===== src/verilog/tx_fifo.sv =====
`timescale 1ns/1ps

module tx_fifo #(
  parameter type payload_t = logic [31:0],
  parameter int depth = 16,
  parameter int alm_full_thresh = 12
) (
  input  logic     clk,
  input  logic     rst,
  input  payload_t in_data,
  input  logic     in_valid,
  output logic     in_ready,
  output payload_t out_data,
  output logic     out_valid,
  input  logic     out_ready,
  output logic     alm_full
);

  payload_t mem [depth];

  logic [$clog2(depth)-1:0] wr_ptr;
  logic [$clog2(depth)-1:0] rd_ptr;
  logic [$clog2(depth):0]   occup;
  logic                     push;
  logic                     pop;

  assign push = in_valid && in_ready;
  assign pop = out_valid && out_ready;

  assign in_ready = int'(occup) < depth;
  assign out_valid = occup != '0;
  assign out_data = mem[rd_ptr];
  assign alm_full = int'(occup) > alm_full_thresh;

  always_ff @(posedge clk) begin
    if (push) begin
      mem[wr_ptr] <= in_data;
    end
  end

  always_ff @(posedge clk) begin
    if (rst) begin
      wr_ptr <= '0;
      rd_ptr <= '0;
      occup <= '0;
    end else begin
      if (push) begin
        wr_ptr <= (int'(wr_ptr) == depth - 1) ? '0 : wr_ptr + 1'b1;
      end
      if (pop) begin
        rd_ptr <= (int'(rd_ptr) == depth - 1) ? '0 : rd_ptr + 1'b1;
      end
      if (push && !pop) begin
        occup <= occup + 1'b1;
      end else if (pop && !push) begin
        occup <= occup - 1'b1;
      end
    end
  end

  // Tail admission keeps enough headroom above the threshold for every
  // request already in flight upstream.
  assert property (@(posedge clk) disable iff (rst) in_valid |-> in_ready)
    else $error("tx_fifo overflow");

endmodule


===== config.mk =====
export PLATFORM = sky130hd
export DESIGN_NAME = tx_fifo
export DESIGN_NICKNAME = d
export VERILOG_FILES = /design/src/verilog/tx_fifo.sv
export SDC_FILE = /design/constraint.sdc
export NUM_CORES = 1
export LEC_CHECK = 0
export CAP_MARGIN = 20
export CORE_MARGIN = 2
export CORE_UTILIZATION = 51
export CTS_CLUSTER_DIAMETER = 40
export DETAILED_ROUTE_END_ITERATION = 8
export DONT_BUFFER_PORTS = 1
export GPL_TIMING_DRIVEN = 0
export PLACE_DENSITY = 0.74
export SKIP_CTS_REPAIR_TIMING = 1
export SLEW_MARGIN = 5
export SYNTH_ARGS = -nofsm -noshare
export SYNTH_HDL_FRONTEND = slang
export SYNTH_SLANG_ARGS = --single-unit

===== constraint.sdc =====
create_clock -name clk -period 4.95 [get_ports clk]
set_input_delay 0.495 -clock clk [delete_from_list [all_inputs] [get_ports clk]]
set_output_delay 0.495 -clock clk [all_outputs]
set_load 0.01 [all_outputs]

# After elaboration in Yosys (flattened, before gate mapping)
# Memories as Yosys holds them, arrays and structs flattened. A register that Yosys moved wholly into a read port is not among the register bits.
# Cells that the tools add are included.
[totals]
in_bits = 36
ram_bits = 512
elab_cells = 28
out_inout_bits = 35
register_bits = 13
n_memories = 1
[memory_table]
columns = ["memory", "depth", "word_bits", "read_ports", "rd_clocked_by_memory_dff", "wr", "line_no", "source"]
rows = [
  ["mem", 16, 32, 1, 1, 1, "19", "payload_t mem [depth];"],
]
[op_classes]
muxes = 8
add_sub_neg = 4
n_eq_ne = 2
n_reduce_logical = 8
n_lt_le_gt_ge = 2
[ops]
columns = ["operator", "count"]
rows = [
  ["$mux W4", 4],
  ["$mux W5", 2],
  ["$add A4 B1 Y4 const B", 2],
  ["$eq A4 B1 Y1 const B", 2],
  ["$add A5 B1 Y5 const B", 1],
  ["$gt A5 B4 Y1 const B", 1],
  ["$lt A5 B5 Y1 const B", 1],
  ["$reduce_bool A5 Y1", 1],
  ["$sub A5 B1 Y5 const B", 1],
  ["$logic_and A1 B1 Y1", 4],
  ["$logic_not A1 Y1", 2],
  ["$mux W1", 2],
  ["$reduce_bool A2 Y1", 1],
]

# Longest topological paths before layout
[logic_depth]
word_depth = 6
mapped_depth = 9
ltp_nobuf = 9

# Least setup slack after synthesis
# Ideal clock, no wire load.
[synth_path]
path_type = "input to register"
startpoint = "input in_valid"
endpoint = "memory mem[0][0] (netlist name) (enable)"
t_arrival_ps = 3092
stages = 4
setup_ps = 461
slack_ps = 1397
required_time_ps = 4489
cell_sequence = "nand2b_1 inv_1 nand2_1 nor3_1"
[synth_via]
elab_chain_cells = 3
[synth_lines]
columns = ["element", "line_no", "source"]
rows = [
  ["start: declaration", "11", "input logic in_valid,"],
  ["$logic_and A1 B1 Y1", "27", "assign push = in_valid && in_ready;"],
  ["net push", "24", "logic push;"],
  ["$mux W1", "36", "if (push) begin"],
  ["$mux W1 (implied by the code)", "37", "mem[wr_ptr] <= in_data;"],
  ["end: declaration", "19", ""],
]
# The timed path passes the listed nets, and every way through them passes these cells.

==> out/metrics.yaml <==
run_status:
  outcome: "finished, final reports clean"
power:
  pwr-share-clk_pct: 35.1
  p_total_mw: 10.6
  power_leakage_nw: 7.32
  power_frac_seq_pct: 48.2
  p_int_mw: 7.98
  peakVddDrop_v: 0.000327
  netSwitchingPower_mw: 2.63
  combPwrFrac_pct: 16.7
  switching_share_pct: 24.8
  power.density_nw_per_um2: 455
critical_path:
  crit_family: "buffers and inverters"
  path_cells: "buf_2 > buf_1 > mux4_2 > a22oi_1 > nand2_1"
  end_kind: "output pin"
  crit_buf_inv: 2
  crit_fanout: 10
  crit_type: "register to output pin"
  required_ns: 4.45
  cpMaxStageDelayCell: "buf_1"
  rr_startpoint: "occup[0]"
  cp-start-kind: "register"
  slowest_delay_ns: 0.68
  critPathArrivalTime_ns: 2.73
clocking:
  clkSinkCount: 529
  clk_latency_ns: 0.58
  htree_levels: 2
  tritoncts: "done"
  root_buffer: "clkbuf_16"
  cts_buffers: 55
  clk_pin_slew_worst_paths_ns: 0.06
  clk_path_buf_depth: 3
finish:
  final_core_util_pct: 60.2
  fin_nets: 1085
  antenna_cells: 0
  n_fill_cell: 2644
  instances_no_fill: 1596
  syn_to_final_growth_pct: 16.4
  multi_input_area_um2: 4190
  drive_gt1_share_pct: 25.0
  regArea_um2: 15700
routing:
  wl_met2_um: 21500
  highest_layer: "met4"
  vias: 9667
  route.detailed.drc: 0
  drt_iter0_markers: 1026
  wl_um: 43000
  avgViaCountPerCell: 6.06
  wl_met1_um: 17500
  firstDrtPassIters: 5
  ant_nets: 0
  dr_wl_met3_um: 2990
  wl_per_cell_um: 27.0
global_route:
  grt_max_degree: 23
  overflow: 0
  grt_usage_pct: 20.6
  grt_pass1_vias: 9966
  grt_pass1_wl_um: 62100
  antenna_found_initial: 0
synth:
  yosysUniqueCellTypes: 35
  ys_ff_latch: 529
  synth-edff-count: 512
  syn-instance-count: 904
  synth_top_area_share_pct: 76.7
  syn-num-nets: 950
  yosys-top-cells-area: "edfxtp_1, mux4_2, a22oi_1"
  synth_area_per_cell_um2: 22.2
  yosys_warnings: 0
  seq_area_frac_synth_pct: 78.4
  ys_async_sr_fraction_pct: 0
  syn_area_um2: 20000
  synth_top_cell_by_area: "edfxtp_1"
  ys.flop_type: "edfxtp_1"
  synth_commonest_cells: "edfxtp_1, mux4_2, a22oi_1"
  synth.most_common_cell: "edfxtp_1"
floorplanning:
  initial_core_util_pct: 51.8
  dieHeight_um: 202
  boundaryPins: 71
  fp.dieW_um: 202
  core_um2: 38700
  dieArea_um2: 40900
  rows: 72
min_path:
  hold_class: "input port to register"
  hold_start: "rst"
sta:
  final-setup-viol-count: 0
  final-max-slew-violation-count: 0
  fmax_ghz: 0.310
  finalHoldViolations: 0
  post-route-period-util_pct: 65.1
  worstMarginPinSlew_ns: 0.848
  fin_skew_ns: 0.0194
  rsz0062_at_grt: "no"
  relSlewSlack_pct: 43.5
  min_period_ns: 3.22
place:
  place_hpwl_um: 26400
  dp.cells: 1452
  routabilityCongestion: 0.726
  numPortBuffers: 0
flow_run:
  drv_cap: 0
[stage by stage]
step           hold slack, ns  setup WS, ns  instance area (µm²)  TNS, ns
2_1_floorplan           0.472          1.40                20000        0
4_1_cts              -0.00666          1.66                22900        0
6_report               0.0128          1.73                23300        0
5_1_grt             0.0000844          1.63                23300        0
3_3_place_gp            0.506         -1.01                20700  -141.92
3_5_place_dp            0.533          2.17                21200        0
[flip-flops by register name (all words and copies together) (netlist names), named ones only]
name	flops
mem	512
occup	5
rd_ptr	4
wr_ptr	4
[metal layers]
layer | vias up | GRT usage (%)
li1 | 4078 | -
met1 | 5127 | 27.6
met2 | 386 | 34.8
met3 | 76 | 4.06
met4 | 0 | 5.63
met5 | - | 0
[area by class of cell]
type | instances | share of cell area [%]
Multi-Input combinational cell | 321 | 18.0
Timing Repair Buffer | 78 | 3.91
Clock inverter | 24 | 0.713
Clock buffer | 72 | 6.22
Sequential cell | 529 | 67.4
Tap cell | 518 | 2.78
Inverter | 7 | 0.113
Buffer | 47 | 0.944
[final timing paths]
check | end | slack, ns | cells after the start
worst max register to register | occup[4] | 2.15 | 9
worst max-delay path | out_data[16] | 1.73 | 5
worst min-delay path | wr_ptr[3] | 0.01 | 1
worst min register to register | wr_ptr[1] | 0.54 | 2
[power by group through the flow]
stage	sequential [mW]	clock (mW)	combinational [mW]
6_report	5.11	3.72	1.78
5_1_grt	5.12	3.94	1.92
4_1_cts	5.11	3.77	1.75
3_5_place_dp	5.21	0	1.74
3_3_place_gp	5.22	0	1.66
2_1_floorplan	5.19	0	1.31
[cells by family (layout without fill, tap and decap cells)]
| logic type | Yosys count | count (layout) | share of synthesized area, % |
|---|---|---|---|
| simple gates | 95 | 95 | 2.05 |
| mux | 131 | 131 | 14.5 |
| xor+xnor | 4 | 4 | 0.175 |
| flops | 529 | 529 | 78.4 |
| fa+ha+maj | 10 | 10 | 0.662 |
| buf+inv | 54 | 228 | 1.23 |
| compound gates | 81 | 81 | 2.96 |
[cells in the final DEF, fill, tap and decap left out, types with 10 or more instances in the layout]
| cell | n |
|---|---|
| a21oi_1 | 10 |
| a22oi_1 | 64 |
| buf_4 | 22 |
| clkbuf_1 | 38 |
| clkbuf_16 | 55 |
| dfxtp_1 | 17 |
| dlygate4sd3_1 | 48 |
| edfxtp_1 | 512 |
| mux4_2 | 128 |
| nand2_1 | 44 |
| nor2_1 | 19 |
| nor2_4 | 11 |
Note: power is estimated with default switching activity, not from simulation.
