===== config.mk =====
export PLATFORM = sky130hd
export DESIGN_NAME = tx_dsc_dispatch
export DESIGN_NICKNAME = d
export VERILOG_FILES = /design/src/verilog/tx_cfg_pkg.sv /design/src/verilog/tx_types_pkg.sv /design/src/verilog/tx_dsc_dispatch.sv
export SDC_FILE = /design/constraint.sdc
export NUM_CORES = 1
export LEC_CHECK = 0
export BUFFER_PORTS_ARGS = -buffer_cell sky130_fd_sc_hd__buf_2
export CELL_PAD_IN_SITES_DETAIL_PLACEMENT = 1
export CELL_PAD_IN_SITES_GLOBAL_PLACEMENT = 2
export CORE_AREA = 2 2 302 304
export CTS_BUF_LIST = sky130_fd_sc_hd__clkbuf_4
export DETAILED_ROUTE_END_ITERATION = 6
export DIE_AREA = 0 0 304 306
export PLACE_DENSITY = 0.42
export SYNTH_ARGS = -nofsm -noshare
export SYNTH_HDL_FRONTEND = slang
export SYNTH_SLANG_ARGS = --single-unit

===== constraint.sdc =====
create_clock -name clk -period 7.9 [get_ports clk]
set_input_delay 1.185 -clock clk [delete_from_list [all_inputs] [get_ports clk]]
set_output_delay 1.185 -clock clk [all_outputs]
set_load 0.01 [all_outputs]

===== src/verilog/tx_cfg_pkg.sv =====
package tx_cfg_pkg;

  ////////////////////
  // Ring geometry.
  ////////////////////

  localparam int nb_queues = 8;
  localparam int queue_id_width = $clog2(nb_queues);
  localparam int ptr_width = 16;
  localparam int addr_width = 64;
  localparam int dword_cnt_width = 18;
  localparam int wb_width = 512;

  // One descriptor occupies a full 64-byte flit.
  localparam int flit_bytes = 64;
  localparam int dwords_per_flit = flit_bytes / 4;

  ////////////////////
  // FIFO sizing.
  ////////////////////

  localparam int state_fifo_depth = 16;
  localparam int state_fifo_alm_full = 10;
  localparam int desc_fifo_depth = 64;
  localparam int desc_fifo_alm_full = 48;
  localparam int prio_fifo_depth = 32;
  localparam int prio_fifo_alm_full = 20;

  // Tags that keep descriptor reads apart from packet reads.
  localparam logic [7:0] desc_req_id = 8'd2;
  localparam logic [7:0] pkt_req_id = 8'd1;

endpackage


===== src/verilog/tx_types_pkg.sv =====
package tx_types_pkg;
  import tx_cfg_pkg::*;

  // Snapshot of one ring taken on a tail write.
  typedef struct packed {
    logic [queue_id_width-1:0] queue_id;
    logic [ptr_width-1:0]      head;
    logic [ptr_width-1:0]      tail;
    logic [addr_width-1:0]     base;
  } ring_state_t;

  // Read data mover request.
  typedef struct packed {
    logic [addr_width-1:0]      src_addr;
    logic [addr_width-1:0]      dst_addr;
    logic [dword_cnt_width-1:0] nb_dwords;
    logic [7:0]                 descriptor_id;
    logic                       single_dst;
  } rddm_desc_t;

  // Metadata carried in the destination address of a read.
  // The write comes back on the same address, so the fields return with the data.
  typedef struct packed {
    logic [addr_width-ptr_width-queue_id_width-8:0] pad_hi;
    logic                                           descriptor;
    logic [ptr_width-1:0]                           head;
    logic [queue_id_width-1:0]                      queue_id;
    logic [5:0]                                     pad_lo;
  } rddm_dst_addr_t;

  // Low part of a host descriptor as written back by the mover.
  typedef struct packed {
    logic [31:0]           length;
    logic [addr_width-1:0] addr;
  } pcie_tx_dsc_t;

endpackage

===== src/verilog/tx_dsc_dispatch.sv =====
`timescale 1ns/1ps

module tx_dsc_dispatch
  import tx_cfg_pkg::*, tx_types_pkg::*;
(
  input  logic                  clk,
  input  logic                  rst,
  input  logic [ptr_width:0]    rb_size,
  input  logic                  rddm_write,
  input  logic [addr_width-1:0] rddm_address,
  input  logic [wb_width-1:0]   rddm_writedata,
  output rddm_desc_t            req_data,
  output logic                  req_valid,
  output logic [31:0]           dsc_read_cnt
);

  rddm_dst_addr_t          wb_addr;
  pcie_tx_dsc_t            wb_dsc;
  logic                    is_dsc;
  logic [ptr_width-1:0]    rb_mask;
  logic [queue_id_width:0] last_queue;  // top bit set means no queue yet
  logic [ptr_width-1:0]    last_head;
  logic [ptr_width-1:0]    head;
  rddm_dst_addr_t          pkt_dst;

  assign wb_addr = rddm_address;
  assign wb_dsc = rddm_writedata[$bits(pcie_tx_dsc_t)-1:0];
  assign is_dsc = rddm_write && wb_addr.descriptor;

  // Ring length is a power of two.
  assign rb_mask = ptr_width'(rb_size - 1'b1);

  // A burst of writebacks for one queue walks the ring one entry at a time.
  always_comb begin
    if (last_queue == {1'b0, wb_addr.queue_id}) begin
      head = (last_head + 1'b1) & rb_mask;
    end else begin
      head = wb_addr.head;
    end
    pkt_dst = wb_addr;
    pkt_dst.descriptor = 1'b0;
    pkt_dst.head = head;
  end

  always_ff @(posedge clk) begin
    if (rst) begin
      req_valid <= 1'b0;
      last_queue <= {1'b1, {queue_id_width{1'b0}}};
      dsc_read_cnt <= '0;
    end else begin
      req_valid <= is_dsc;
      if (is_dsc) begin
        last_queue <= {1'b0, wb_addr.queue_id};
        last_head <= head;
        dsc_read_cnt <= dsc_read_cnt + 1'b1;
      end
    end
  end

  // Packet read request.
  always_ff @(posedge clk) begin
    if (is_dsc) begin
      req_data.src_addr <= wb_dsc.addr;
      req_data.dst_addr <= pkt_dst;
      req_data.nb_dwords <= dword_cnt_width'(((wb_dsc.length - 1'b1) >> 2) + 1'b1);
      req_data.descriptor_id <= pkt_req_id;
      req_data.single_dst <= 1'b1;
    end
  end

  // Software never posts an empty packet.
  assert property (@(posedge clk) disable iff (rst) is_dsc |-> wb_dsc.length != '0)
    else $error("zero length descriptor");

endmodule


# Word level (Yosys, flattened, before mapping)
# Cells that the tools add are included.
# totals
reg_bits	198
latch_bits	0
ramBits	0
rom_bits	0
output_inout_bits	188
word_cells	18
n_memories	0
# classes
n_addsub	5
mul	0
div	0
order_cmp	0
eq_ne	1
n_shift	0
muxes	1
bitwise	2
n_reduce_logical	2
# op_table
op	count
32-bit by 1-bit adder with 32-bit output, second input constant	1
20-bit by 1-bit subtractor with 20-bit output, second input constant	1
18-bit by 1-bit adder with 18-bit output, second input constant	1
16-bit by 1-bit adder with 16-bit output, second input constant	1
16-bit AND	1
16-bit two-way mux	1
16-bit by 1-bit subtractor with 16-bit output, second input constant	1
4-bit by 3-bit == test with 1-bit output	1
2-bit AND reduction	1
1-bit logical AND	1
1-bit NOT	1

# Longest topological paths before layout
# depth
ltp_word	3
ltp_mapped	7
ltp_nobuf	6

# Least setup slack after synthesis
# OpenSTA, ideal clock, no wires.
# synth_timing
path_type	input -> register
from	input port rddm_write
to	register req_data[100] in the netlist's numbering, enable pin
setup_time_ns	1.376
arrival_ns	4.120
required_time_ns	6.524
setup_slack_ns	2.403
path_stages	2
cell_sequence	nand2_1 clkinv_1
# synth_between
elab_chain_cells	1
# synth_rtl
item	line_no	source
from (decl)	tx_dsc_dispatch.sv:9	input logic rddm_write,
1-bit logical AND	tx_dsc_dispatch.sv:28	assign is_dsc = rddm_write && wb_addr.descriptor;
via is_dsc	tx_dsc_dispatch.sv:19	logic is_dsc;
to (decl)	tx_dsc_dispatch.sv:12	output rddm_desc_t req_data,
# The timed path passes the listed nets, and every way through them passes these cells.
# A chain may end at the register's enable or synchronous reset.

# Worst setup path after layout
# layout_timing
from	input port rddm_write
to	register req_data[120] in the netlist's numbering, enable pin
# The elaborated chain is that of the path after synthesis.

==> metrics.txt <==
# TYPE chip_impl_metric gauge
chip_impl_info{name="outcome",value="finished clean"} 1
chip_impl_metric{name="synth.avg_cell_area",unit="um2"} 14.2
chip_impl_metric{name="cts_made_buffers",unit=""} 17
chip_impl_metric{name="worst_skew_pair.late_latency",unit="ns"} 0.84
chip_impl_metric{name="syn_inst",unit=""} 543
chip_impl_info{name="routed.top_layer",value="met5"} 1
chip_impl_metric{name="wl_met3",unit="um"} 3080
chip_impl_metric{name="firstDrtPassIters",unit=""} 4
chip_impl_metric{name="max-vdd-ir-drop",unit="uV"} 107
chip_impl_metric{name="ys.warnings.count",unit=""} 0
chip_impl_metric{name="final.min_clock_period",unit="ns"} 2.91
chip_impl_metric{name="drt-initial-drc-count",unit=""} 237
chip_impl_metric{name="ctsHoldBuffers",unit=""} 0
chip_impl_metric{name="wl",unit="um"} 43300
chip_impl_metric{name="grt_overflow_total",unit=""} 0
chip_impl_info{name="cell_with_the_biggest_individual_delay_on_the_critical_path",value="buf_4"} 1
chip_impl_metric{name="worst_ep_arrival_time",unit="ns"} 3.36
chip_impl_metric{name="initial_core_util",unit=""} 0.0861
chip_impl_metric{name="critical_path_buf_inv_count",unit=""} 3
chip_impl_metric{name="nets",unit=""} 1495
chip_impl_metric{name="layout-drive-gt1-share",unit=""} 0.423
chip_impl_metric{name="num_vias",unit=""} 5979
chip_impl_metric{name="n_fill_cell",unit=""} 10400
chip_impl_metric{name="finish.cell_count_without_fillers",unit=""} 2098
chip_impl_metric{name="synth_area",unit="mm2"} 0.00772
chip_impl_metric{name="cts_repair_resize_count",unit=""} 0
chip_impl_metric{name="postSynthRegisterBits",unit=""} 198
chip_impl_metric{name="met1_length",unit="um"} 16200
chip_impl_metric{name="fmax",unit="MHz"} 344
chip_impl_metric{name="yosysUniqueCellTypes",unit=""} 42
chip_impl_metric{name="placement.setup.worst_slack",unit="ns"} 3.96
chip_impl_metric{name="flow.area_growth_from_synthesis",unit="%"} 44.6
chip_impl_metric{name="cts.clk_slew.worst_paths",unit="ns"} 0.18
chip_impl_metric{name="final_antenna_net_count",unit=""} 0
chip_impl_metric{name="total_leakage_power",unit="nW"} 4.08
chip_impl_metric{name="grt_max_degree",unit=""} 88
chip_impl_info{name="cp_top_family",value="buffers and inverters"} 1
chip_impl_metric{name="report.final.hold_viol_count",unit=""} 0
chip_impl_info{name="synth_flop_cell",value="edfxtp_1"} 1
chip_impl_metric{name="die_area",unit="mm2"} 0.0930
chip_impl_metric{name="port_buffers",unit=""} 344
chip_impl_metric{name="placement_rows",unit=""} 110
chip_impl_info{name="yosys-top-cells-area",value="edfxtp_1 63%, dfxtp_1 9.6%, xor2_1 5.0%, xnor2_1 3.3%, nand2_1 2.3%"} 1
chip_impl_metric{name="core_area",unit="mm2"} 0.0896
chip_impl_metric{name="setup_slack",unit="ns"} 4.99
chip_impl_metric{name="power.density",unit="mW/mm2"} 185
chip_impl_metric{name="max_stage_delay",unit="ns"} 0.86
chip_impl_metric{name="die_w",unit="um"} 304
chip_impl_metric{name="number_of_global_route_vias_before_repair",unit=""} 6292
chip_impl_metric{name="timing.max_cap.violations",unit=""} 0
chip_impl_info{name="worstSetupStartpointType",value="input port"} 1
chip_impl_metric{name="die_height",unit="um"} 306
chip_impl_info{name="cts_root_buffer",value="clkbuf_4"} 1
chip_impl_info{name="worstPathCellList",value="buf_2 > nand2_1 > inv_6 > buf_4"} 1
chip_impl_metric{name="cts-root-to-sink-buffers",unit=""} 2
chip_impl_info{name="tritoncts",value="done"} 1
chip_impl_metric{name="gp_congestion",unit=""} 0.738
chip_impl_info{name="critPathKind",value="in -> reg"} 1
chip_impl_metric{name="finalSetupViolations",unit=""} 0
chip_impl_metric{name="cp_max_fo",unit=""} 87
chip_impl_metric{name="synth_edf_count",unit=""} 161
chip_impl_metric{name="slew_viol_final",unit=""} 0
chip_impl_metric{name="grt_use_total",unit=""} 0.0929
chip_impl_metric{name="finalSetupTns",unit="ns"} 0
chip_impl_metric{name="grt_pass1_wl",unit="um"} 57300
chip_impl_metric{name="cts.sinks",unit=""} 198
chip_impl_metric{name="worst-slew-pin-transition",unit="ns"} 1.00
chip_impl_info{name="setup_repair_after_global_routing_missed_its_margin",value="no"} 1
chip_impl_metric{name="post-cts-setup-buffer-count",unit=""} 0
chip_impl_metric{name="post_route_clock_period_utilization",unit=""} 0.368
chip_impl_metric{name="seq_area_frac_synth",unit=""} 0.723
chip_impl_info{name="synth_largest_area_cell",value="edfxtp_1"} 1
chip_impl_metric{name="worst_hold_slack",unit="ns"} 0.473
chip_impl_metric{name="async_flop_share",unit=""} 0
chip_impl_metric{name="worstPathRequired",unit="ns"} 8.35
chip_impl_metric{name="route.detailed.vias_per_inst",unit=""} 2.85
chip_impl_metric{name="worst_clock_skew",unit="ns"} 0.0447
chip_impl_metric{name="routed_wire_length_per_instance",unit="um"} 20.6
chip_impl_info{name="worstHoldPathType",value="reg -> reg"} 1
chip_impl_metric{name="clock_tree.htree_level_count",unit=""} 4
chip_impl_metric{name="antenna_found_initial",unit=""} 21
chip_impl_metric{name="drc",unit=""} 0
chip_impl_metric{name="synthDominantCellAreaShare",unit=""} 0.627
chip_impl_info{name="worstSetupEndpointType",value="flip-flop"} 1
chip_impl_metric{name="dp.cells",unit=""} 2052
chip_impl_metric{name="ios",unit=""} 784
chip_impl_metric{name="slew-limit-headroom",unit=""} 0.331
chip_impl_metric{name="routed-wl-met2",unit="um"} 22700
chip_impl_metric{name="dpl.hpwl",unit="um"} 35100
-- registers in the layout (all words and copies together) (netlist names) --
register,flops
last_queue,4
last_head,16
req_valid,1
req_data,145
dsc_read_cnt,32
-- logic make-up (layout without fill, tap and decap cells) --
logic type      after synthesis  count (layout)  synth area share
xor+xnor                     73              73            0.0829
compound gates               54              54            0.0475
flops                       198             198             0.723
fa+ha+maj                     4               4           0.00649
simple gates                183             183             0.120
other cells                   2              24          0.000973
buf+inv                      29             386            0.0201
-- through the flow --
stage	instance area (um2)	total power, mW	utilization
floorplan	7750	1.31	-
global placement	10800	1.49	0.121
detailed placement	10800	1.48	0.121
CTS	11100	2.14	0.124
global route	11100	2.18	0.124
finish	11200	2.06	0.124
-- synthesized netlist by cell type, types with 4 or more instances --
library cell    n
nand4_1        21
buf_4          10
dfxtp_1        37
or4_1           6
o31ai_1        15
nor4_1          7
nor3_1         11
o21ai_0         8
or3_1           7
edfxtp_1      161
clkbuf_1        8
a21oi_1        11
and3_1         10
ha_1            4
and4_1          8
nand2_1        47
inv_1           5
nor2_1         43
xnor2_1        29
nand3_1        17
xor2_1         44
-- metal layers --
layer	GRT usage	up-vias
li1	-	2726
met1	0.0977	3014
met2	0.164	183
met3	0.0358	46
met4	0.0417	10
met5	0	-
-- area by class of cell --
cell class                      count  area [um2]  share of cell area
Clock inverter                     13         134              0.0120
Sequential cell                   198        5580               0.500
Tap cell                         1176        1470               0.132
Clock buffer                       19         143              0.0128
Timing Repair Buffer              348        1750               0.157
Multi-Input combinational cell    324        2020               0.181
Antenna cell                       14        35.0             0.00314
Inverter                            6        27.5             0.00247
-- placed cells by master, fill, tap and decap left out, types with 2 or more instances in the layout --
master	instances
xor2_1	44
dfxtp_1	37
edfxtp_1	161
clkbuf_4	19
a21o_1	3
a31o_1	2
o31ai_1	15
xnor2_1	29
inv_8	4
buf_2	344
o22ai_1	2
o21ai_0	8
nand2_1	47
diode_2	14
buf_4	4
nand4_1	21
and3_1	10
o21a_1	3
nand3_1	17
clkinv_4	3
ha_1	4
inv_1	5
a211o_1	2
conb_1	10
or4_1	5
or3_1	7
and2_1	2
o2111ai_1	2
clkinv_8	2
and4_1	8
nor4_1	7
nor2_1	43
inv_6	3
a21oi_1	11
nor3_1	11
a211oi_1	2
-- path summary, 6_finish.rpt --
check | to | slack, ns | start | depth (start not counted)
setup reg to reg | req_data[40]$_DFFE_PP_ | 5.54 | last_queue[2]$_SDFFE_PP0P_ | 3
hold / removal | last_queue[3]$_SDFFE_PP1P_ | 0.47 | last_queue[3]$_SDFFE_PP1P_ | 1
hold reg to reg | last_queue[3]$_SDFFE_PP1P_ | 0.47 | last_queue[3]$_SDFFE_PP1P_ | 1
setup / recovery | req_data[120]$_DFFE_PP_ | 4.99 | rddm_write | 4
-- worst reg2reg max path: cells and delay by family, from the launching register on --
kind / cells / cell delay [ns]
AOI/OAI and AO/OA: 1 / 0.61
and+or+nand+nor: 1 / 1.04
xor gates and xnor gates: 1 / 0.15
DFF: 1 / 0.35
-- report_power, final --
| group | switching [mW] | internal, mW | leakage, nW | total (mW) |
|---|---|---|---|---|
| combinational | 0.162 | 0.0792 | 2.12 | 0.241 |
| sequential | 0.0186 | 1.19 | 1.81 | 1.21 |
| clock | 0.464 | 0.148 | 0.151 | 0.612 |
| total | 0.644 | 1.42 | 4.08 | 2.06 |
Power figures use the tool's default switching activity.
