==> src/verilog/tx_cfg_pkg.sv <==
package tx_cfg_pkg;

  ////////////////////
  // Ring geometry.
  ////////////////////

  localparam int nb_queues = 8;
  localparam int queue_id_width = $clog2(nb_queues);
  localparam int ptr_width = 16;
  localparam int addr_width = 64;
  localparam int dword_cnt_width = 18;
  localparam int wb_width = 512;

  // One descriptor occupies a full 64-byte flit.
  localparam int flit_bytes = 64;
  localparam int dwords_per_flit = flit_bytes / 4;

  ////////////////////
  // FIFO sizing.
  ////////////////////

  localparam int state_fifo_depth = 16;
  localparam int state_fifo_alm_full = 10;
  localparam int desc_fifo_depth = 64;
  localparam int desc_fifo_alm_full = 48;
  localparam int prio_fifo_depth = 32;
  localparam int prio_fifo_alm_full = 20;

  // Tags that keep descriptor reads apart from packet reads.
  localparam logic [7:0] desc_req_id = 8'd2;
  localparam logic [7:0] pkt_req_id = 8'd1;

endpackage

==> src/verilog/tx_types_pkg.sv <==
package tx_types_pkg;
  import tx_cfg_pkg::*;

  // Snapshot of one ring taken on a tail write.
  typedef struct packed {
    logic [queue_id_width-1:0] queue_id;
    logic [ptr_width-1:0]      head;
    logic [ptr_width-1:0]      tail;
    logic [addr_width-1:0]     base;
  } ring_state_t;

  // Read data mover request.
  typedef struct packed {
    logic [addr_width-1:0]      src_addr;
    logic [addr_width-1:0]      dst_addr;
    logic [dword_cnt_width-1:0] nb_dwords;
    logic [7:0]                 descriptor_id;
    logic                       single_dst;
  } rddm_desc_t;

  // Metadata carried in the destination address of a read.
  // The write comes back on the same address, so the fields return with the data.
  typedef struct packed {
    logic [addr_width-ptr_width-queue_id_width-8:0] pad_hi;
    logic                                           descriptor;
    logic [ptr_width-1:0]                           head;
    logic [queue_id_width-1:0]                      queue_id;
    logic [5:0]                                     pad_lo;
  } rddm_dst_addr_t;

  // Low part of a host descriptor as written back by the mover.
  typedef struct packed {
    logic [31:0]           length;
    logic [addr_width-1:0] addr;
  } pcie_tx_dsc_t;

endpackage
==> src/verilog/tx_fetch_gen.sv <==
`timescale 1ns/1ps

module tx_fetch_gen
  import tx_cfg_pkg::*, tx_types_pkg::*;
(
  input  logic               clk,
  input  logic               rst,
  input  logic [ptr_width:0] rb_size,
  input  ring_state_t        state_data,
  input  logic               state_valid,
  output logic               state_ready,
  output rddm_desc_t         req_data,
  output logic               req_valid,
  output logic [31:0]        dsc_cnt
);

  logic                 second_pend;
  ring_state_t          wrap_state;
  logic                 pop;
  logic                 wraps;
  logic [ptr_width-1:0] first_flits;

  // Builds a descriptor read for nb_flits entries starting at head.
  function automatic rddm_desc_t make_req(
    input logic [queue_id_width-1:0] queue_id,
    input logic [ptr_width-1:0]      head,
    input logic [addr_width-1:0]     base,
    input logic [ptr_width-1:0]      nb_flits
  );
    rddm_desc_t     req;
    rddm_dst_addr_t dst;
    req = '0;
    dst = '0;
    dst.descriptor = 1'b1;
    dst.head = head;
    dst.queue_id = queue_id;
    req.src_addr = base + addr_width'(head) * addr_width'(flit_bytes);
    req.dst_addr = dst;
    req.nb_dwords = dword_cnt_width'(nb_flits) * dword_cnt_width'(dwords_per_flit);
    req.descriptor_id = desc_req_id;
    req.single_dst = 1'b1;
    return req;
  endfunction

  // Hold the state FIFO while the second half of a wrap goes out.
  assign state_ready = !second_pend;
  assign pop = state_valid && state_ready;
  assign wraps = state_data.tail <= state_data.head;

  always_comb begin
    if (wraps) begin
      first_flits = ptr_width'(rb_size - {1'b0, state_data.head});
    end else begin
      first_flits = state_data.tail - state_data.head;
    end
  end

  always_ff @(posedge clk) begin
    if (pop) begin
      wrap_state <= state_data;
    end
  end

  always_ff @(posedge clk) begin
    if (rst) begin
      second_pend <= 1'b0;
      req_valid <= 1'b0;
      dsc_cnt <= '0;
    end else begin
      req_valid <= 1'b0;
      second_pend <= 1'b0;
      if (second_pend) begin
        req_valid <= 1'b1;
        dsc_cnt <= dsc_cnt + 32'(wrap_state.tail);
      end else if (pop) begin
        req_valid <= 1'b1;
        // A zero tail means the first request already reaches the ring end.
        second_pend <= wraps && (state_data.tail != '0);
        dsc_cnt <= dsc_cnt + 32'(first_flits);
      end
    end
  end

  always_ff @(posedge clk) begin
    if (second_pend) begin
      req_data <= make_req(wrap_state.queue_id, '0, wrap_state.base, wrap_state.tail);
    end else if (pop) begin
      req_data <= make_req(state_data.queue_id, state_data.head, state_data.base, first_flits);
    end
  end

  // Heads come from earlier tail writes and must stay inside the ring.
  assert property (@(posedge clk) disable iff (rst) pop |-> {1'b0, state_data.head} < rb_size)
    else $error("ring head beyond rb_size");

endmodule

==> config.mk <==
export PLATFORM = sky130hd
export DESIGN_NAME = tx_fetch_gen
export DESIGN_NICKNAME = d
export VERILOG_FILES = /design/src/verilog/tx_cfg_pkg.sv /design/src/verilog/tx_types_pkg.sv /design/src/verilog/tx_fetch_gen.sv
export SDC_FILE = /design/constraint.sdc
export NUM_CORES = 1
export LEC_CHECK = 0
export ABC_AREA = 0
export BUFFER_PORTS_ARGS = -buffer_cell sky130_fd_sc_hd__buf_2
export CAP_MARGIN = 10
export CORE_MARGIN = 2
export CORE_UTILIZATION = 51
export DETAILED_ROUTE_END_ITERATION = 10
export PLACE_DENSITY_LB_ADDON = 0.15
export REMOVE_ABC_BUFFERS = 1
export SKIP_LAST_GASP = 1
export SLEW_MARGIN = 20
export SYNTH_ARGS = -nofsm -noshare
export SYNTH_HDL_FRONTEND = slang
export SYNTH_SLANG_ARGS = --single-unit
==> constraint.sdc <==
create_clock -name clk -period 5.6 [get_ports clk]
set_input_delay 0.56 -clock clk [delete_from_list [all_inputs] [get_ports clk]]
set_output_delay 0.56 -clock clk [all_outputs]
set_load 0.03 [all_outputs]
## Word-level counts from Yosys, hierarchy flattened

Cells that the tools add are included.

- Word-level logic and storage cells: 30
- Output and inout port bits: 189
- Input bits: 119
- Bits in registers: 214

- Reductions and logical operators: 6
- Bitwise gates (word level): 1
- Muxes and demuxes: 7
- Order comparisons: 1
- $add $sub $neg: 5

Operators by type and width:

| operator | number |
|---|---|
| $mux W155 | 2 |
| $add A32 B16 Y32 | 2 |
| $add A64 B22 Y64 | 1 |
| $mux W32 | 2 |
| $sub A16 B16 Y16 | 2 |
| $le A16 B16 Y1 | 1 |
| $mux W16 | 1 |
| $reduce_bool A16 Y1 | 1 |
| $reduce_or A3 Y1 | 1 |
| $logic_and A1 B1 Y1 | 2 |
| $mux W1 | 2 |
| $reduce_bool A2 Y1 | 1 |
| $logic_not A1 Y1 | 1 |
| $not A1 Y1 | 1 |

## Logic depth before layout (Yosys ltp)

Gate-level depths: netlist of run 1.

- Word-level depth: 5
- Gate-level depth with buffers: 22
- Mapped depth without buffers: 21

## Worst setup path before layout of run 1

OpenSTA, ideal clock, no wires.

- Kind: input to register
- Start point: input state_data[85] in the netlist's numbering
- End point: register dsc_cnt[31]
- Arrival: 4,695 ps
- Stages: 18
- Path buffers: 0
- Required time: 5,477 ps
- Setup time: 123 ps
- Path slack: 782 ps
- Cell sequence: inv_1 > ha_1 > a21oi_1 > a21boi_1 > nor3_1 > o22ai_1 > o311ai_2 > mux2_2 > mux2_2 > ha_1 > nand4_1 > nor4_1 > nor2_1 > a21oi_2 > o31ai_2 > a21o_1 > or4_1 > mux2_1

- Cells in the longest elaborated chain, start to end: 5
- Elaborated cells on any way between the ends: 7
- Classes of those cells: add/sub: 3; order compare: 1; mux: 3

RTL lines:

| element | line | source |
|---|---|---|
| from (decl) | tx_fetch_gen.sv:9 | `input ring_state_t state_data,` |
| $sub A16 B16 Y16 (tied with other cells) | tx_fetch_gen.sv:54 | `first_flits = state_data.tail - state_data.head;` |
| $mux W16 (*) | tx_fetch_gen.sv:51 | `if (wraps) begin` |
| $add A32 B16 Y32 (*) | tx_fetch_gen.sv:79 | `dsc_cnt <= dsc_cnt + 32'(first_flits);` |
| $mux W32 (*) | tx_fetch_gen.sv:75 | `end else if (pop) begin` |
| $mux W32 (*) | tx_fetch_gen.sv:72 | `if (second_pend) begin` |
| to (signal assigned) | tx_fetch_gen.sv:74 | `dsc_cnt <= dsc_cnt + 32'(wrap_state.tail);` |
| to (signal assigned) | tx_fetch_gen.sv:79 |  |
| to (decl) | tx_fetch_gen.sv:14 | `output logic [31:0] dsc_cnt` |

Mark *: on every way between the ends. The rest lies on a longest branch, timed or not. The select of a mux whose other input is x is not followed.
A chain may end at the register's enable or synchronous reset.

## Worst setup path after layout of run 1

- Start point: input state_data[64] in the netlist's numbering
- End point: register dsc_cnt[30]

- Cells in the longest elaborated chain, start to end: 5
- Elaborated cells on any way between the ends: 6
- Classes of those cells: add/sub: 2; order compare: 1; mux: 3

RTL lines:

| element | line |
|---|---|
| $sub A16 B16 Y16 or $le A16 B16 Y1 (tied branches) | tx_fetch_gen.sv:54, tx_fetch_gen.sv:48 |
| $mux W16 (*) | tx_fetch_gen.sv:51 |
| $add A32 B16 Y32 (*) | tx_fetch_gen.sv:79 |
| $mux W32 (*) | tx_fetch_gen.sv:75 |
| $mux W32 (*) | tx_fetch_gen.sv:72 |

Marked as above.

==> impl_metrics.csv, run 1 <==
group,metric,value,unit
outcome,status,"finished, final reports clean",
die,start_util,0.519,
clock_tree,htreeDepth,1,
finish,final_nets,1611,
die,ios,308,
power_and_ir_drop,ir_drop,0.236,mV
die,die_y,159,µm
synthesis,synth_edf_count,164,
worst_setup_path,required,5.96,ns
finish,stdcell_count,1768,
global_routing,antenna_found_initial,10,
die,core,0.0235,mm²
clock_tree,postCtsHoldBufs,0,
worst_setup_path,critPathArrivalTime,5.37,ns
drt,top_layer,"met5",
finish,multi_input_area,0.00568,mm²
worst_setup_path,rr_worst_depth,11,
finish,synthToLayoutAreaGrowth,18.3,%
finish,layout-drive-gt1-share,0.227,
sta,fin_setup_tns,0,ns
finish,layout_common_cells,"248 x buf_2, 164 x edfxtp_1, 114 x nand2_1",
synthesis,synth_warnings,0,
finish,ff_latch_area,0.00593,mm²
drt,wl,30100,µm
finish,postLayoutCellArea,0.0144,mm²
sta,fmax,200,MHz
sta,slew_headroom,0.400,
drt,wl_met2,14200,µm
clock_tree,clockBufferDepth,3,
drt,drc,0,
drt,dr.pass1.iters,5,
drt,wl_met1,13200,µm
clock_tree,cts_buffers,24,
finish,layout_commonest_cell,"buf_2",
worst_setup_path,cp-end-kind,"flop",
job,maxCapViolCount,0,
synthesis,syn_avg_cell_area,10.3,µm²
synthesis,ys_seq_elements,214,
worst_setup_path,crit_path_start_kind,"primary input",
clock_tree,cts_resized,0,
sta,finalHoldViolCount,0,
sta,rsz0062_at_grt,"false",
die,row_count,56,
drt,routed_via_density,5.34,
worst_setup_path,crit_fanout,8,
synthesis,synth_flop_cell,"edfxtp_1",
hold_path,holdCritPathClass,"primary input to flop",
hold_path,hold_depth,1,
synthesis,ys_seq_area_frac,0.487,
global_routing,grt.total_usage,0.234,
clock_tree,insertion_delay,0.51,ns
clock_tree,root_buffer,"clkbuf_16",
global_routing,grt_overflow,0,
sta,fin_crit,5.01,ns
power_and_ir_drop,p_leak,6.10,nW
sta,fin_crit_sh,0.895,
clock_tree,cts_setup_buffers,0,
worst_setup_path,cp_cell_sequence,"buf_2, inv_1, ha_1, fa_1, nand2b_1, a21oi_1, nor3_1, o22ai_1, o311ai_2, buf_4, mux2_2, o21ai_0, ha_1, inv_1, fa_1, nor2b_1, o31a_1, o31ai_1, a211oi_1, o211ai_1, buf_4, a211oi_1, xnor2_1, nor2_1",
sta,tightestPinTransition,0.899,ns
placed_design,post-place-cells,1718,
worst_setup_path,critPathBufInv,5,
synthesis,ys_types,68,
die,dieArea,0.0251,mm²
placed_design,numPortBuffers,248,
placed_design,placed_area,0.0136,mm²
global_routing,grt_start_max_net_pins,67,
drt,post_drt_wl_per_cell,17.0,µm
synthesis,async_flop_share,0,
placed_design,dp_hpwl,21800,µm
worst_setup_path,criticalPathCategory,"primary input to flop",
clock_tree,tritoncts,"done",
sta,setup_viol,0,
clock_tree,path_clk_slew,0.06,ns
worst_setup_path,cp_top_family,"compound AO/OA/AOI/OAI gates",
finish,num-fill-cells,1963,
drt,drt_iter0_markers,719,
synthesis,netlist_area,0.0122,mm²
drt,wl_met3,2260,µm
worst_setup_path,path_depth,24,
power_and_ir_drop,p_per_area,367,mW/mm²
drt,vias,9445,
sta,fin_skew,0.0139,ns
drt,drtAntennaViolNets,0,
global_routing,first_global_vias,8604,
worst_setup_path,critPathMaxStageDelay,0.40,ns
die,die_width,159,µm
synthesis,syn_inst,1177,
sta,drv_slew,0,
placed_design,place_congestion,0.940,
global_routing,grt_pass1_wl,46000,µm
worst_setup_path,worst_path_max_delay_cell,"fa_1",
clock_tree,clock_sinks,214,
-- metrics by stage --
stage          power, mW  setup WS (ns)  utilization  hold WS (ns)
2_1_floorplan       3.22          -1.68            -         0.498
3_3_place_gp        3.64          0.260        0.577         0.464
3_5_place_dp        3.66          0.164        0.577         0.476
4_1_cts             5.33          0.693        0.613         0.220
5_1_grt             5.57          0.225        0.614         0.228
6_report            5.28          0.589        0.614         0.245
-- cells in the mapped netlist (6+ instances only) --
master	count	area [µm²]
mux2i_1	24	240
a21oi_1	71	355
dfxtp_1	50	1000
or3_1	6	37.5
nor2_1	72	270
mux2_2	10	113
buf_4	58	435
and3_1	17	106
or4_1	7	52.6
xor2_1	20	175
o31ai_1	17	128
nor3_1	27	135
and2_1	7	43.8
nor4_1	9	56.3
a21o_1	19	143
nand4_1	11	68.8
xnor2_1	72	631
o22ai_1	8	50.1
clkbuf_1	30	113
nor2b_1	9	56.3
nand3_1	31	155
nand2_1	115	432
edfxtp_1	164	4920
a22o_1	13	114
nor4b_1	6	52.6
o21ai_0	74	370
ha_1	63	788
a211oi_1	15	113
inv_1	52	195
o21a_1	11	82.6
o21bai_1	9	67.6
or2_2	6	37.5
-- state kept, by name (all words and copies together), names as in the netlist --
name         count
req_data        97
wrap_state      83
dsc_cnt         32
req_valid        1
second_pend      1
-- layer usage --
layer | vias to the layer above | GRT usage
met3 | 40 | 0.0525
met1 | 4396 | 0.326
met2 | 299 | 0.379
met4 | 12 | 0.0450
li1 | 4698 | -
met5 | - | 0
-- where the power goes --
group / internal [mW] / switching [mW] / total [mW]
sequential: 1.92 / 0.0908 / 2.01
combinational: 0.579 / 1.04 / 1.62
clock: 1.03 / 0.621 / 1.65
-- logic make-up (layout without fill, tap and decap cells) --
group | after synthesis | after routing | synth area share
AOI/OAI and AO/OA | 273 | 273 | 0.143
xor gates and xnor gates | 92 | 92 | 0.0662
adders and majority gates | 67 | 67 | 0.0713
buffers and inverters | 151 | 361 | 0.0649
DFF | 214 | 214 | 0.487
muxes | 35 | 35 | 0.0299
other | 2 | 64 | 0.000617
and+or+nand+nor | 343 | 343 | 0.138
-- final timing paths --
check	startpoint	endpoint	slack [ns]
setup / recovery	state_data[64]	dsc_cnt[30]	0.59
hold / removal	state_data[6]	wrap_state[6]	0.25
hold reg to reg	dsc_cnt[0]	dsc_cnt[0]	0.48
setup reg to reg	second_pend	dsc_cnt[31]	1.45
-- area by class of cell --
| cell class | count | share of cell area |
|---|---|---|
| flip-flops and latches | 214 | 0.412 |
| clock inverters | 11 | 0.0109 |
| well taps | 319 | 0.0277 |
| repair buffers | 261 | 0.0929 |
| clock buffers | 33 | 0.0469 |
| diodes | 6 | 0.00104 |
| inverters | 56 | 0.0149 |
| multi-input cells | 868 | 0.394 |
Note: power is estimated with default switching activity, not from simulation.
==> run 2, diff against run 1 <==
Settings changed: CORE_ASPECT_RATIO from default to 0.6.
Clock period 5.6 ns to 5.2 ns, I/O delays scaled along.
==> run 2 against run 1 <==
  * Sequential share of layout area down 0.12 points
  * Critical path depth fell by 1
  * Sequential cell count stayed put
  * Routed wire length up 8.2%
  * Non-clock buffer count increased by 26
  * Setup slack got worse by 0.088 ns
  * Total power increased by 5.6%
  * Clock power shrank 7%
  * Core utilization increased by 0.79 points
  * Hold slack got worse by 0.045 ns
  * Largest power group unchanged
  * Highest routed layer is now met4
==> impl_metrics.csv, run 2 (synthesis results as in run 1) <==
group,metric,value,unit
placed_design,post-place-cells,1740,
power_and_ir_drop,ir_drop,0.233,mV
power_and_ir_drop,p_sw_frac,0.349,
clock_tree,cts_resized,0,
clock_tree,insertion_delay,0.51,ns
worst_setup_path,criticalPathCategory,"primary input to flop",
global_routing,grt_start_max_net_pins,66,
sta,fin_crit_sh,0.904,
sta,finalHoldViolCount,0,
finish,ff_latch_area,0.00593,mm²
die,ios,308,
finish,multi_input_area,0.00567,mm²
global_routing,grt_overflow,0,
clock_tree,htreeDepth,1,
sta,setup_viol,0,
sta,fin_setup_tns,0,ns
global_routing,antenna_found_initial,6,
die,start_util,0.524,
sta,rsz0062_at_grt,"false",
power_and_ir_drop,switching_power,1.95,mW
drt,post_drt_wl_per_cell,18.3,µm
worst_setup_path,worstSetupStartpoint,"state_data[64]",
sta,fin_crit,4.70,ns
worst_setup_path,crit_path_start_kind,"primary input",
power_and_ir_drop,power_frac_comb,0.338,
sta,fin_skew,0.00854,ns
sta,tightestPinTransition,0.983,ns
sta,slew_headroom,0.342,
drt,drtAntennaViolNets,0,
hold_path,hold_path.startpoint,"state_data[19]",
clock_tree,clockBufferDepth,3,
finish,regMostFlops,"req_data",
clock_tree,clock_sinks,214,
clock_tree,path_clk_slew,0.06,ns
finish,num-fill-cells,2006,
clock_tree,postCtsHoldBufs,0,
drt,routed_via_density,5.43,
job,maxCapViolCount,0,
drt,wl,32600,µm
clock_tree,root_buffer,"clkbuf_16",
finish,layout-drive-gt1-share,0.239,
worst_setup_path,rr_worst_depth,11,
placed_design,place_congestion,0.970,
die,core,0.0232,mm²
placed_design,numPortBuffers,248,
finish,layout_commonest_cell,"buf_2",
finish,largestRegisters,"req_data (97), wrap_state (83), dsc_cnt (32)",
finish,layout_common_cells,"248 x buf_2, 164 x edfxtp_1, 114 x nand2_1",
drt,vias,9699,
die,die_y,124,µm
global_routing,grt_pass1_wl,48900,µm
die,dieArea,0.0252,mm²
power_and_ir_drop,p_per_area,386,mW/mm²
hold_path,holdCritPathClass,"primary input to flop",
drt,dr.pass1.iters,4,
power_and_ir_drop,p_int,3.63,mW
placed_design,dp_hpwl,24200,µm
clock_tree,cts_buffers,22,
power_and_ir_drop,p_leak,6.16,nW
finish,synthToLayoutAreaGrowth,18.7,%
die,die_width,203,µm
sta,drv_slew,0,
drt,drc,0,
power_and_ir_drop,pwr-share-clk,0.274,
die,row_count,43,
worst_setup_path,required,5.60,ns
outcome,status,"finished, final reports clean",
worst_setup_path,rr_startpoint,"second_pend",
power_and_ir_drop,p_seq_frac,0.388,
worst_setup_path,crit_fanout,19,
clock_tree,cts_setup_buffers,0,
clock_tree,tritoncts,"done",
hold_path,hold_depth,1,
finish,final_nets,1635,
global_routing,first_global_vias,8558,
worst_setup_path,cp-end-kind,"flop",
worst_setup_path,critPathArrivalTime,5.10,ns
global_routing,grt.total_usage,0.254,
finish,stdcell_count,1785,
sta,fmax,213,MHz
drt,drt_iter0_markers,601,
finish,largest_reg_flops,97,
run 2: changes by cell type in the layout (fill, tap and decap cells not counted), sizes merged:
cell,previous run,this run
clkbuf,33,32
buf,261,287
bufinv,4,0
run 2: power by group through the flow:
stage	registers [mW]	logic, mW	clock network, mW
after CTS	2.17	1.88	1.57
after floorplan	2.50	0.967	0
after detailed placement	2.20	1.87	0
final	2.16	1.89	1.53
after global placement	2.20	1.84	0
after global routing	2.18	2.06	1.64
run 2: cell type report:
type	instances	area share
Tap cell	315	0.0273
Clock inverter	7	0.00225
Inverter	56	0.0149
Multi-Input combinational cell	868	0.392
Antenna cell	6	0.00104
Clock buffer	32	0.0456
Timing Repair Buffer	287	0.106
Sequential cell	214	0.410
run 2: metrics by stage:
stage          hold slack [ns]  area [µm²]   util  total power, mW  setup WS, ns
2_1_floorplan            0.498       11800      -             3.47         -2.08
3_3_place_gp             0.456       13700  0.591             4.04        0.0858
3_5_place_dp             0.467       13700  0.591             4.07        0.0104
4_1_cts                  0.173       14400  0.621             5.61         0.558
5_1_grt                  0.179       14400  0.621             5.88         0.186
6_report                 0.200       14500  0.622             5.58         0.501
run 2: metal layers:
metal,up-vias,share of wire,GRT usage
li1,4728,-,-
met1,4549,0.49,0.392
met2,388,0.41,0.357
met3,34,0.087,0.0565
met4,0,0.019,0.0643
met5,-,0,0
run 2: path summary, 6_finish.rpt:
kind / end / slack, ns
worst max register to register: dsc_cnt[31] / 1.56
worst max-delay path: dsc_cnt[31] / 0.50
worst min-delay path: wrap_state[19] / 0.20
worst min register to register: dsc_cnt[14] / 0.48
run 2: critical path, stage by stage:
cell and delay [ns]:
buf_2 0.11, inv_1 0.04, ha_1 0.22, fa_1 0.39
nand2b_1 0.19, a21oi_1 0.22, nor3_1 0.08, o22ai_1 0.19
o311ai_2 0.13, buf_4 0.23, buf_4 0.19, nor2_1 0.10
a21oi_1 0.06, mux2_2 0.30, ha_1 0.31, nand4_1 0.18
nor4_1 0.32, nor2_1 0.12, a21oi_2 0.17, o31ai_2 0.09
a21o_1 0.18, or4_1 0.41, mux2_1 0.32
